## src/logic/riscv_fd_macros.svh

```systemverilog
`ifndef RISCV_FD_MACROS_SVH
`define RISCV_FD_MACROS_SVH

// datapath widths
`define RISCV_FD_XLEN 64
`define RISCV_FD_ILEN 32

// fetch address out of reset
`define RISCV_FD_RESET_PC 64'h0000_0000_8000_0000

// ######################################################################
// rv64i major opcodes
// ######################################################################
`define RISCV_FD_OP_LUI    7'b0110111
`define RISCV_FD_OP_AUIPC  7'b0010111
`define RISCV_FD_OP_JAL    7'b1101111
`define RISCV_FD_OP_JALR   7'b1100111
`define RISCV_FD_OP_BRANCH 7'b1100011
`define RISCV_FD_OP_LOAD   7'b0000011
`define RISCV_FD_OP_STORE  7'b0100011
`define RISCV_FD_OP_OPIMM  7'b0010011
`define RISCV_FD_OP_OP     7'b0110011

`endif

```

## src/logic/riscv_fd_pkg.sv

```systemverilog
`include "riscv_fd_macros.svh"

package riscv_fd_pkg;

  // ######################################################################
  // base instruction formats, msb first
  // ######################################################################
  typedef struct packed {
    logic [6:0] funct7;
    logic [4:0] rs2;
    logic [4:0] rs1;
    logic [2:0] funct3;
    logic [4:0] rd;
    logic [6:0] opcode;
  } inst_r_t;

  typedef struct packed {
    logic [11:0] imm_11_0;
    logic [4:0]  rs1;
    logic [2:0]  funct3;
    logic [4:0]  rd;
    logic [6:0]  opcode;
  } inst_i_t;

  typedef struct packed {
    logic [6:0] imm_11_5;
    logic [4:0] rs2;
    logic [4:0] rs1;
    logic [2:0] funct3;
    logic [4:0] imm_4_0;
    logic [6:0] opcode;
  } inst_s_t;

  typedef struct packed {
    logic       imm_12;
    logic [5:0] imm_10_5;
    logic [4:0] rs2;
    logic [4:0] rs1;
    logic [2:0] funct3;
    logic [3:0] imm_4_1;
    logic       imm_11;
    logic [6:0] opcode;
  } inst_b_t;

  typedef struct packed {
    logic [19:0] imm_31_12;
    logic [4:0]  rd;
    logic [6:0]  opcode;
  } inst_u_t;

  typedef struct packed {
    logic       imm_20;
    logic [9:0] imm_10_1;
    logic       imm_11;
    logic [7:0] imm_19_12;
    logic [4:0] rd;
    logic [6:0] opcode;
  } inst_j_t;

  // one word, every format view overlaid
  typedef union packed {
    inst_r_t                   r;
    inst_i_t                   i;
    inst_s_t                   s;
    inst_b_t                   b;
    inst_u_t                   u;
    inst_j_t                   j;
    logic [`RISCV_FD_ILEN-1:0] raw;
  } inst_u;

  // decoded instruction class
  typedef enum logic [3:0] {
    BUBBLE  = 4'd0,  // all-zero word
    LUI     = 4'd1,
    AUIPC   = 4'd2,
    JAL     = 4'd3,
    JALR    = 4'd4,
    BRANCH  = 4'd5,
    LOAD    = 4'd6,
    STORE   = 4'd7,
    OPIMM   = 4'd8,
    OP      = 4'd9,
    ILLEGAL = 4'd15
  } inst_class_e;

endpackage

```

## src/logic/riscv_fd_stage_if.sv

```systemverilog
`timescale 1ns/1ps
`include "riscv_fd_macros.svh"

// one fetched instruction moving between stages
interface riscv_fd_stage_if;

  logic [`RISCV_FD_XLEN-1:0] pc;       // address of the word
  logic [`RISCV_FD_ILEN-1:0] inst;     // 32-bit form, expanded if compressed
  logic [`RISCV_FD_XLEN-1:0] pcplus4;  // next sequential pc
  logic [15:0]               cinst;    // raw rvc halfword, zero otherwise

  // producer side
  modport fetch (
    output pc,
    output inst,
    output pcplus4,
    output cinst
  );

  // consumer side
  modport decode (
    input  pc,
    input  inst,
    input  pcplus4,
    input  cinst
  );

endinterface

```

## src/logic/riscv_fd_pcgen.sv

```systemverilog
`timescale 1ns/1ps
`include "riscv_fd_macros.svh"

module riscv_fd_pcgen (
  input  logic                      i_riscv_fd_clk,
  input  logic                      i_riscv_fd_rst,
  input  logic                      i_riscv_fd_stall,
  input  logic                      i_riscv_fd_flush,
  input  logic [`RISCV_FD_XLEN-1:0] i_riscv_fd_redirect_pc,
  input  logic [`RISCV_FD_XLEN-1:0] i_riscv_fd_pcnext,
  output logic [`RISCV_FD_XLEN-1:0] o_riscv_fd_pc
);

  logic [`RISCV_FD_XLEN-1:0] pc_q;
  logic [`RISCV_FD_XLEN-1:0] pc_d;

  // ######################################################################
  // next pc select
  // ######################################################################
  always_comb
  begin
    if (i_riscv_fd_flush)
    begin
      pc_d = i_riscv_fd_redirect_pc;  // flush beats stall
    end
    else if (i_riscv_fd_stall)
    begin
      pc_d = pc_q;
    end
    else
    begin
      // +2 or +4, already worked out by the expander
      pc_d = i_riscv_fd_pcnext;
    end
  end

  // ######################################################################
  // pc register
  // ######################################################################
  always_ff @(posedge i_riscv_fd_clk or posedge i_riscv_fd_rst)
  begin
    if (i_riscv_fd_rst)
    begin
      pc_q <= `RISCV_FD_RESET_PC;
    end
    else
    begin
      pc_q <= pc_d;
    end
  end

  assign o_riscv_fd_pc = pc_q;  // straight to the imem address

endmodule

```

## src/logic/riscv_fd_cexpand.sv

```systemverilog
`timescale 1ns/1ps
`include "riscv_fd_macros.svh"

module riscv_fd_cexpand (
  input  logic [`RISCV_FD_XLEN-1:0] i_riscv_fd_pc,
  input  logic [`RISCV_FD_ILEN-1:0] i_riscv_fd_rdata,
  output logic [`RISCV_FD_XLEN-1:0] o_riscv_fd_pcnext,
  riscv_fd_stage_if.fetch           o_riscv_fd_f
);

  import riscv_fd_pkg::*;

  logic        is_c;     // low two bits not 2'b11
  logic [15:0] c;        // compressed halfword
  logic [11:0] imm6_sx;  // c.addi / c.li immediate, sign-extended
  logic [11:0] joff;     // c.j offset, bit 0 always zero
  inst_u       exp_w;

  assign is_c = (i_riscv_fd_rdata[1:0] != 2'b11);
  assign c    = i_riscv_fd_rdata[15:0];

  assign imm6_sx = {{6{c[12]}}, c[12], c[6:2]};
  // imm[11|4|9:8|10|6|7|3:1|5] sits in bits 12..2
  assign joff    = {c[12], c[8], c[10:9], c[6], c[7], c[2], c[11], c[5:3], 1'b0};

  // ######################################################################
  // rvc subset expansion
  // ######################################################################
  always_comb
  begin
    exp_w.raw = '0;  // anything unsupported leaves a bubble
    case ({c[15:13], c[1:0]})
      5'b000_01:  // c.addi -> addi rd, rd, imm
      begin
        exp_w.i.imm_11_0 = imm6_sx;
        exp_w.i.rs1      = c[11:7];
        exp_w.i.rd       = c[11:7];
        exp_w.i.opcode   = `RISCV_FD_OP_OPIMM;
      end
      5'b010_01:  // c.li -> addi rd, x0, imm
      begin
        exp_w.i.imm_11_0 = imm6_sx;
        exp_w.i.rd       = c[11:7];
        exp_w.i.opcode   = `RISCV_FD_OP_OPIMM;
      end
      5'b101_01:  // c.j -> jal x0, offset
      begin
        exp_w.j.imm_20    = joff[11];
        exp_w.j.imm_19_12 = {8{joff[11]}};
        exp_w.j.imm_11    = joff[11];
        exp_w.j.imm_10_1  = joff[10:1];
        exp_w.j.opcode    = `RISCV_FD_OP_JAL;
      end
      5'b100_10:
      begin
        // rs2 of zero is jr/jalr/ebreak, not handled
        if (c[6:2] != 5'd0)
        begin
          exp_w.r.rs2    = c[6:2];
          exp_w.r.rs1    = c[12] ? c[11:7] : 5'd0;  // c.add vs c.mv
          exp_w.r.rd     = c[11:7];
          exp_w.r.opcode = `RISCV_FD_OP_OP;
        end
      end
      default:
      begin
        exp_w.raw = '0;
      end
    endcase
  end

  // ######################################################################
  // stage outputs
  // ######################################################################
  assign o_riscv_fd_pcnext = i_riscv_fd_pc + (is_c ? `RISCV_FD_XLEN'd2 : `RISCV_FD_XLEN'd4);

  assign o_riscv_fd_f.pc      = i_riscv_fd_pc;
  assign o_riscv_fd_f.inst    = is_c ? exp_w.raw : i_riscv_fd_rdata;
  assign o_riscv_fd_f.pcplus4 = o_riscv_fd_pcnext;
  assign o_riscv_fd_f.cinst   = is_c ? c : 16'd0;  // zero for 32-bit words

endmodule

```

## src/logic/riscv_fd_ppreg.sv

```systemverilog
`timescale 1ns/1ps
`include "riscv_fd_macros.svh"

module riscv_fd_ppreg (
  input  logic             i_riscv_fd_clk,
  input  logic             i_riscv_fd_rst,
  input  logic             i_riscv_fd_flush,
  input  logic             i_riscv_fd_stall,
  riscv_fd_stage_if.decode i_riscv_fd_f,    // from fetch
  riscv_fd_stage_if.fetch  o_riscv_fd_d     // towards decode
);

  // ######################################################################
  // fetch/decode register
  // ######################################################################
  always_ff @(posedge i_riscv_fd_clk or posedge i_riscv_fd_rst)
  begin
    if (i_riscv_fd_rst)
    begin
      o_riscv_fd_d.pc      <= `RISCV_FD_XLEN'd0;
      o_riscv_fd_d.inst    <= `RISCV_FD_ILEN'd0;
      o_riscv_fd_d.pcplus4 <= `RISCV_FD_XLEN'd0;
      o_riscv_fd_d.cinst   <= 16'd0;
    end
    else if (i_riscv_fd_flush)
    begin
      // zero word decodes as a bubble
      o_riscv_fd_d.pc      <= `RISCV_FD_XLEN'd0;
      o_riscv_fd_d.inst    <= `RISCV_FD_ILEN'd0;
      o_riscv_fd_d.pcplus4 <= `RISCV_FD_XLEN'd0;
      o_riscv_fd_d.cinst   <= 16'd0;
    end
    else if (i_riscv_fd_stall)
    begin
      // hold everything
      o_riscv_fd_d.pc      <= o_riscv_fd_d.pc;
      o_riscv_fd_d.inst    <= o_riscv_fd_d.inst;
      o_riscv_fd_d.pcplus4 <= o_riscv_fd_d.pcplus4;
      o_riscv_fd_d.cinst   <= o_riscv_fd_d.cinst;
    end
    else
    begin
      o_riscv_fd_d.pc      <= i_riscv_fd_f.pc;
      o_riscv_fd_d.inst    <= i_riscv_fd_f.inst;
      o_riscv_fd_d.pcplus4 <= i_riscv_fd_f.pcplus4;
      o_riscv_fd_d.cinst   <= i_riscv_fd_f.cinst;  // raw rvc for trace
    end
  end

endmodule

```

## src/logic/riscv_fd_decoder.sv

```systemverilog
`timescale 1ns/1ps
`include "riscv_fd_macros.svh"

module riscv_fd_decoder (
  riscv_fd_stage_if.decode          i_riscv_fd_d,
  output riscv_fd_pkg::inst_class_e o_riscv_fd_class,
  output logic [4:0]                o_riscv_fd_rd,
  output logic [4:0]                o_riscv_fd_rs1,
  output logic [4:0]                o_riscv_fd_rs2,
  output logic [`RISCV_FD_XLEN-1:0] o_riscv_fd_imm,
  output logic                      o_riscv_fd_valid_d
);

  import riscv_fd_pkg::*;

  inst_u w;

  assign w = i_riscv_fd_d.inst;

  // ######################################################################
  // class, register fields and immediate per format
  // ######################################################################
  always_comb
  begin
    o_riscv_fd_class = ILLEGAL;
    o_riscv_fd_rd    = 5'd0;
    o_riscv_fd_rs1   = 5'd0;
    o_riscv_fd_rs2   = 5'd0;
    o_riscv_fd_imm   = '0;
    if (w.raw == '0)
    begin
      o_riscv_fd_class = BUBBLE;
    end
    else
    begin
      case (w.r.opcode)
        `RISCV_FD_OP_LUI, `RISCV_FD_OP_AUIPC:  // u-type
        begin
          o_riscv_fd_class = (w.r.opcode == `RISCV_FD_OP_LUI) ? LUI : AUIPC;
          o_riscv_fd_rd    = w.u.rd;
          o_riscv_fd_imm   = {{(`RISCV_FD_XLEN-32){w.u.imm_31_12[19]}}, w.u.imm_31_12, 12'd0};
        end
        `RISCV_FD_OP_JAL:  // j-type
        begin
          o_riscv_fd_class = JAL;
          o_riscv_fd_rd    = w.j.rd;
          o_riscv_fd_imm   = {{(`RISCV_FD_XLEN-21){w.j.imm_20}}, w.j.imm_20, w.j.imm_19_12,
                              w.j.imm_11, w.j.imm_10_1, 1'b0};
        end
        `RISCV_FD_OP_JALR, `RISCV_FD_OP_LOAD, `RISCV_FD_OP_OPIMM:  // i-type
        begin
          o_riscv_fd_class = (w.i.opcode == `RISCV_FD_OP_JALR) ? JALR :
                             (w.i.opcode == `RISCV_FD_OP_LOAD) ? LOAD : OPIMM;
          o_riscv_fd_rd    = w.i.rd;
          o_riscv_fd_rs1   = w.i.rs1;
          o_riscv_fd_imm   = {{(`RISCV_FD_XLEN-12){w.i.imm_11_0[11]}}, w.i.imm_11_0};
        end
        `RISCV_FD_OP_BRANCH:  // b-type, no rd
        begin
          o_riscv_fd_class = BRANCH;
          o_riscv_fd_rs1   = w.b.rs1;
          o_riscv_fd_rs2   = w.b.rs2;
          o_riscv_fd_imm   = {{(`RISCV_FD_XLEN-13){w.b.imm_12}}, w.b.imm_12, w.b.imm_11,
                              w.b.imm_10_5, w.b.imm_4_1, 1'b0};
        end
        `RISCV_FD_OP_STORE:  // s-type
        begin
          o_riscv_fd_class = STORE;
          o_riscv_fd_rs1   = w.s.rs1;
          o_riscv_fd_rs2   = w.s.rs2;
          o_riscv_fd_imm   = {{(`RISCV_FD_XLEN-12){w.s.imm_11_5[6]}}, w.s.imm_11_5, w.s.imm_4_0};
        end
        `RISCV_FD_OP_OP:  // r-type, imm stays zero
        begin
          o_riscv_fd_class = OP;
          o_riscv_fd_rd    = w.r.rd;
          o_riscv_fd_rs1   = w.r.rs1;
          o_riscv_fd_rs2   = w.r.rs2;
        end
        default:
        begin
          o_riscv_fd_class = ILLEGAL;  // unknown opcode, fields left zero
        end
      endcase
    end
  end

  assign o_riscv_fd_valid_d = (o_riscv_fd_class != BUBBLE);

endmodule

```

## src/logic/riscv_fd_frontend.sv

```systemverilog
`timescale 1ns/1ps
`include "riscv_fd_macros.svh"

module riscv_fd_frontend (
  input  logic                      i_riscv_fd_clk,
  input  logic                      i_riscv_fd_rst,
  input  logic                      i_riscv_fd_stall,
  input  logic                      i_riscv_fd_flush,
  input  logic [`RISCV_FD_XLEN-1:0] i_riscv_fd_redirect_pc,
  output logic [`RISCV_FD_XLEN-1:0] o_riscv_fd_imem_addr,
  input  logic [`RISCV_FD_ILEN-1:0] i_riscv_fd_imem_rdata,
  output riscv_fd_pkg::inst_class_e o_riscv_fd_class,
  output logic [4:0]                o_riscv_fd_rd,
  output logic [4:0]                o_riscv_fd_rs1,
  output logic [4:0]                o_riscv_fd_rs2,
  output logic [`RISCV_FD_XLEN-1:0] o_riscv_fd_imm,
  output logic                      o_riscv_fd_valid_d,
  output logic [`RISCV_FD_XLEN-1:0] o_riscv_fd_pc_d,
  output logic [`RISCV_FD_ILEN-1:0] o_riscv_fd_inst_d,
  output logic [`RISCV_FD_XLEN-1:0] o_riscv_fd_pcplus4_d,
  output logic [15:0]               o_riscv_fd_cinst_d
);

  logic [`RISCV_FD_XLEN-1:0] pc_f;      // current fetch address
  logic [`RISCV_FD_XLEN-1:0] pcnext_f;  // pc + 2 or pc + 4

  riscv_fd_stage_if f_if ();  // fetch side
  riscv_fd_stage_if d_if ();  // decode side

  // ######################################################################
  // fetch
  // ######################################################################
  riscv_fd_pcgen u_pcgen (
    .i_riscv_fd_clk         (i_riscv_fd_clk),
    .i_riscv_fd_rst         (i_riscv_fd_rst),
    .i_riscv_fd_stall       (i_riscv_fd_stall),
    .i_riscv_fd_flush       (i_riscv_fd_flush),
    .i_riscv_fd_redirect_pc (i_riscv_fd_redirect_pc),
    .i_riscv_fd_pcnext      (pcnext_f),
    .o_riscv_fd_pc          (pc_f)
  );

  assign o_riscv_fd_imem_addr = pc_f;

  riscv_fd_cexpand u_cexpand (
    .i_riscv_fd_pc     (pc_f),
    .i_riscv_fd_rdata  (i_riscv_fd_imem_rdata),
    .o_riscv_fd_pcnext (pcnext_f),
    .o_riscv_fd_f      (f_if.fetch)
  );

  // ######################################################################
  // pipeline register and decode
  // ######################################################################
  riscv_fd_ppreg u_ppreg (
    .i_riscv_fd_clk   (i_riscv_fd_clk),
    .i_riscv_fd_rst   (i_riscv_fd_rst),
    .i_riscv_fd_flush (i_riscv_fd_flush),
    .i_riscv_fd_stall (i_riscv_fd_stall),
    .i_riscv_fd_f     (f_if.decode),
    .o_riscv_fd_d     (d_if.fetch)
  );

  riscv_fd_decoder u_decoder (
    .i_riscv_fd_d       (d_if.decode),
    .o_riscv_fd_class   (o_riscv_fd_class),
    .o_riscv_fd_rd      (o_riscv_fd_rd),
    .o_riscv_fd_rs1     (o_riscv_fd_rs1),
    .o_riscv_fd_rs2     (o_riscv_fd_rs2),
    .o_riscv_fd_imm     (o_riscv_fd_imm),
    .o_riscv_fd_valid_d (o_riscv_fd_valid_d)
  );

  // registered fields out for trace
  assign o_riscv_fd_pc_d      = d_if.pc;
  assign o_riscv_fd_inst_d    = d_if.inst;
  assign o_riscv_fd_pcplus4_d = d_if.pcplus4;
  assign o_riscv_fd_cinst_d   = d_if.cinst;

endmodule

```

## config.mk

```make
export PLATFORM = sky130hd
export DESIGN_NAME = riscv_fd_frontend
export DESIGN_NICKNAME = d
export VERILOG_FILES = /design/src/logic/riscv_fd_pkg.sv /design/src/logic/riscv_fd_stage_if.sv /design/src/logic/riscv_fd_pcgen.sv /design/src/logic/riscv_fd_cexpand.sv /design/src/logic/riscv_fd_ppreg.sv /design/src/logic/riscv_fd_decoder.sv /design/src/logic/riscv_fd_frontend.sv
export VERILOG_INCLUDE_DIRS = /design/src /design/src/logic
export SDC_FILE = /design/constraint.sdc
export NUM_CORES = 1
export LEC_CHECK = 0
export ABC_AREA = 1
export ABC_CLOCK_PERIOD_IN_PS = 19800
export BUFFER_PORTS_ARGS = -buffer_cell sky130_fd_sc_hd__buf_2
export CAP_MARGIN = 20
export CORE_MARGIN = 2
export CORE_UTILIZATION = 30
export DETAILED_ROUTE_END_ITERATION = 16
export GPL_TIMING_DRIVEN = 0
export PLACE_DENSITY = 0.51
export REMOVE_ABC_BUFFERS = 1
export SLEW_MARGIN = 30
export SYNTH_ARGS = -nofsm -noshare
export SYNTH_HDL_FRONTEND = slang
export SYNTH_SLANG_ARGS = --single-unit
```

## constraint.sdc

```tcl
create_clock -name i_riscv_fd_clk -period 19.8 [get_ports i_riscv_fd_clk]
set_clock_uncertainty 0.2 [all_clocks]
set_input_delay 0.99 -clock i_riscv_fd_clk [delete_from_list [all_inputs] [get_ports i_riscv_fd_clk]]
set_output_delay 0.99 -clock i_riscv_fd_clk [all_outputs]
set_load 0.01 [all_outputs]
```

==> impl_results.md <==
- Post-CTS Hold Buffers: 0
- DR vias/cell: slightly below 5
- Ports: about 420
- Post-Route WL: about 53 mm
- Critical Path Sink Type: output pin
- CP endpoint: o_riscv_fd_class[3]
- Most numerous cell in the Yosys netlist: nand2_1
- Final Hold Viols: 0
- Clock transition at the registers of the reported paths: 60 ps
- Worst Reg2Reg Path Length in Cells: 10
- CTS tree: yes
- Fill cells: 4413
- Yosys cell types: between 40 and 50
- Number of synthesized register bits: around 240
- Post-synthesis sequential area ratio: 47.5%
- Leakage: approximately 8.7 nW
- Maximum VDD drop: around 0.076 mV
- Initial DRC count: 702
- Grt ovf: 0
- Nets: ~2100
- Antenna viol nets, final: 0
- Combinational power share: between 10% and 20%
- Sequential share of power: 43.0%
- Drt pass-1 iters: 5
- P&R area growth vs syn: 29.9%
- Post-route cell area: about 0.016 mm^2
- Top cells by count, synth: nand2_1 (564), dfrtp_1 (238), inv_1 (156)
- Worst setup SP type: register
- CORE AREA: roughly 0.042 mm^2
- Final Max Tran Viols: 0
- Tot Pwr: roughly 1.3 mW
- Post-route DRC: 0
- Cell taking the most area after synthesis: dfrtp_1
- Worst setup path startpoint: u_ppreg.o_riscv_fd_d.inst[0]
- Clock Sinks: roughly 240
- Reg2reg setup slack: about 17000 ps
- Row Count: between 70 and 80
- Fin Hold WS: 205 ps
- Initial antenna violation count: 5
- Fin Setup TNS: 0 ps
- Largest cells by area after synthesis: dfrtp_1 (47%), nand2_1 (17%), o21ai_0 (5.4%)
- Die height: 209 um
- Crit path kind: reg -> out
- Psw: slightly below 400 uW
- Total number of yosys warnings: 0
- Initial Utilization: a little under a third
- Post-CTS Resized: 0
- Clock Path Buffers: 3
- Clk_lat worst skew: just under 600 ps
- Max Fclk: about 250 MHz
- Global Route Usage Sum: a little under a quarter
- Worst R2R End: u_pcgen.o_riscv_fd_pc[37]
- Number of H-tree levels: 1
- WP data arrival: 2780 ps
- Final setup violation count: 0
- Slew Limit Headroom: between 40 and 50%
- CTS root buffer: clkbuf_16
- Multi-input gate area: 0.00552 mm^2
- Fin crit share: about a fifth
- Slew @ Worst Pin: just over 800 ps
- RePlAce Congestion: around 0.92
- First-pass GRT wire length: ~79 mm
- Die Wd: 209 um
- Max-cap viol count: 0
- Most common flop cell mapped by yosys: dfrtp_1
- DP Area: between 0.015 and 0.02 mm^2
- Ys async rst share: 100%
- Area occupied by registers: between 0.005 and 0.006 mm^2
- Crit path time final: just under 4000 ps
- RSZ-0062 raised after global routing: false
- Status: complete, no violations
- Clock power share: between 40% and 50%
- Critical Path RT: roughly 19000 ps
- DP HPWL: between 40 and 50 mm
- Switching part of the total: about 30%
- Hold crit path type: in -> async
- DR vias: between 10000 and 15000
- Largest fanout on the critical path: 13
- Share of cells above drive strength 1: 28.0%
- DR WL/cell: 20.3 um
- DIE AREA: between 0.04 and 0.05 mm^2
- Synthesized area: 0.0126 mm^2
- Largest net degree at the start of global routing: 85
- Power density cells: between 80 and 90 mW/mm^2
- Pint: 921 uW
- Vias in the first global route: 12400
- Mean Syn Cell Area: around 7.6 um^2
- Share of the synthesized area in the top cell type: a little under half
- Cts bufs inserted: 29
- Worst reg2reg startpoint: u_pcgen.o_riscv_fd_pc[1]
- Cells after synthesis: ~1700
- Setup bufs post-CTS: 0
- Number of I/O port buffers: 423
- Number of synthesized flops with an enable pin: 0
-- worst min path at each step --
| stage | cells past startpoint | to | slack (ps) | from |
|---|---|---|---|---|
| after floorplan | 2 | u_ppreg.o_riscv_fd_d.pc[15] | 310 | u_ppreg.o_riscv_fd_d.pc[15] |
| after global placement | 2 | u_ppreg.o_riscv_fd_d.pc[15] | 250 | u_ppreg.o_riscv_fd_d.pc[15] |
| after detailed placement | 2 | u_ppreg.o_riscv_fd_d.pcplus4[49] | 260 | u_ppreg.o_riscv_fd_d.pcplus4[49] |
| after CTS | 2 | u_ppreg.o_riscv_fd_d.pc[1] | 190 | i_riscv_fd_rst |
| after global routing | 2 | u_ppreg.o_riscv_fd_d.pc[1] | 200 | i_riscv_fd_rst |
| final | 2 | u_ppreg.o_riscv_fd_d.pc[1] | 200 | i_riscv_fd_rst |
-- through the flow --
stage               utilization, %  std cells  setup slack, ps
finish                        39.3       2599            15830
detailed placement            37.0       2546            15480
CTS                           39.3       2597            15750
global route                  39.3       2598            15620
global placement              35.7       2527              925
floorplan                        -       1565            10580
-- area by class of cell --
class	instances	share of cell area [%]
flip-flops and latches	239	36.6
multi-input cells	1161	33.7
repair buffers	442	15.9
clock buffers	42	5.04
well taps	539	4.12
inverters	165	3.87
clock inverters	9	0.772
diodes	2	0.0306
-- power groups by stage --
| stage | clock network (mW) | registers [mW] | logic [mW] |
|---|---|---|---|
| floorplan | 0 | 0.578 | 0.0849 |
| global placement | 0 | 0.573 | 0.199 |
| detailed placement | 0 | 0.573 | 0.206 |
| CTS | 0.559 | 0.565 | 0.207 |
| global route | 0.581 | 0.570 | 0.225 |
| finish | 0.546 | 0.565 | 0.204 |
-- layout by cell type (no fill, tap or decap), types with 2 or more instances in the layout --
cell type and n:
nor2_1 134, a22o_1 9, nand2_2 18, o22ai_1 11
clkbuf_16 29, dfrtp_1 238, xor2_1 15, nand2_1 563
nor2_4 14, clkinv_2 5, inv_4 2, a32o_1 10
buf_8 2, nand3_2 6, inv_1 154, o21ai_1 10
inv_2 5, nor2_2 21, nor4_1 2, diode_2 2
a21oi_1 17, clkbuf_1 8, buf_16 16, nand4_1 26
nand3_1 111, o21ai_2 12, clkbuf_8 5, xnor2_1 4
ha_1 2, bufinv_16 3, o21ai_0 135, o211ai_1 20
nand2_4 5, buf_2 422, nor3_1 8, clkinv_1 2
-- logic make-up after synthesis --
| family | after synthesis | synth area share [%] |
|---|---|---|
| compound gates | 225 | 10.5 |
| fa+ha+maj | 3 | 0.357 |
| buf+inv | 255 | 8.92 |
| xor+xnor | 19 | 1.32 |
| simple gates | 914 | 31.4 |
| flops | 239 | 47.5 |
-- registers in the layout, summed over array words and instances, names as in the netlist --
register / count
u_pcgen.o_riscv_fd_pc: 64
u_ppreg.o_riscv_fd_d.pcplus4: 64
u_ppreg.o_riscv_fd_d.pc: 63
u_ppreg.o_riscv_fd_d.inst: 32
u_ppreg.o_riscv_fd_d.cinst: 16
-- worst max-delay path: stages, from the launching register on --
cell,delay [ps]
dfrtp_1,450
nand2_1,150
nor3_4,240
nand2_1,460
nand2_1,250
inv_1,190
nand2_2,130
nand2_1,60
nand2_1,90
inv_1,50
buf_2,130
-- layer usage --
| layer | GRT usage [%] | wire, um | up-vias |
|---|---|---|---|
| met4 | 6.80 | 1430 | 8 |
| met5 | 0 | 46 | - |
| met2 | 40.0 | 24900 | 511 |
| met3 | 5.59 | 4130 | 72 |
| met1 | 30.7 | 22200 | 6127 |
| li1 | - | - | 6048 |
(Power assumes the default switching activity.)
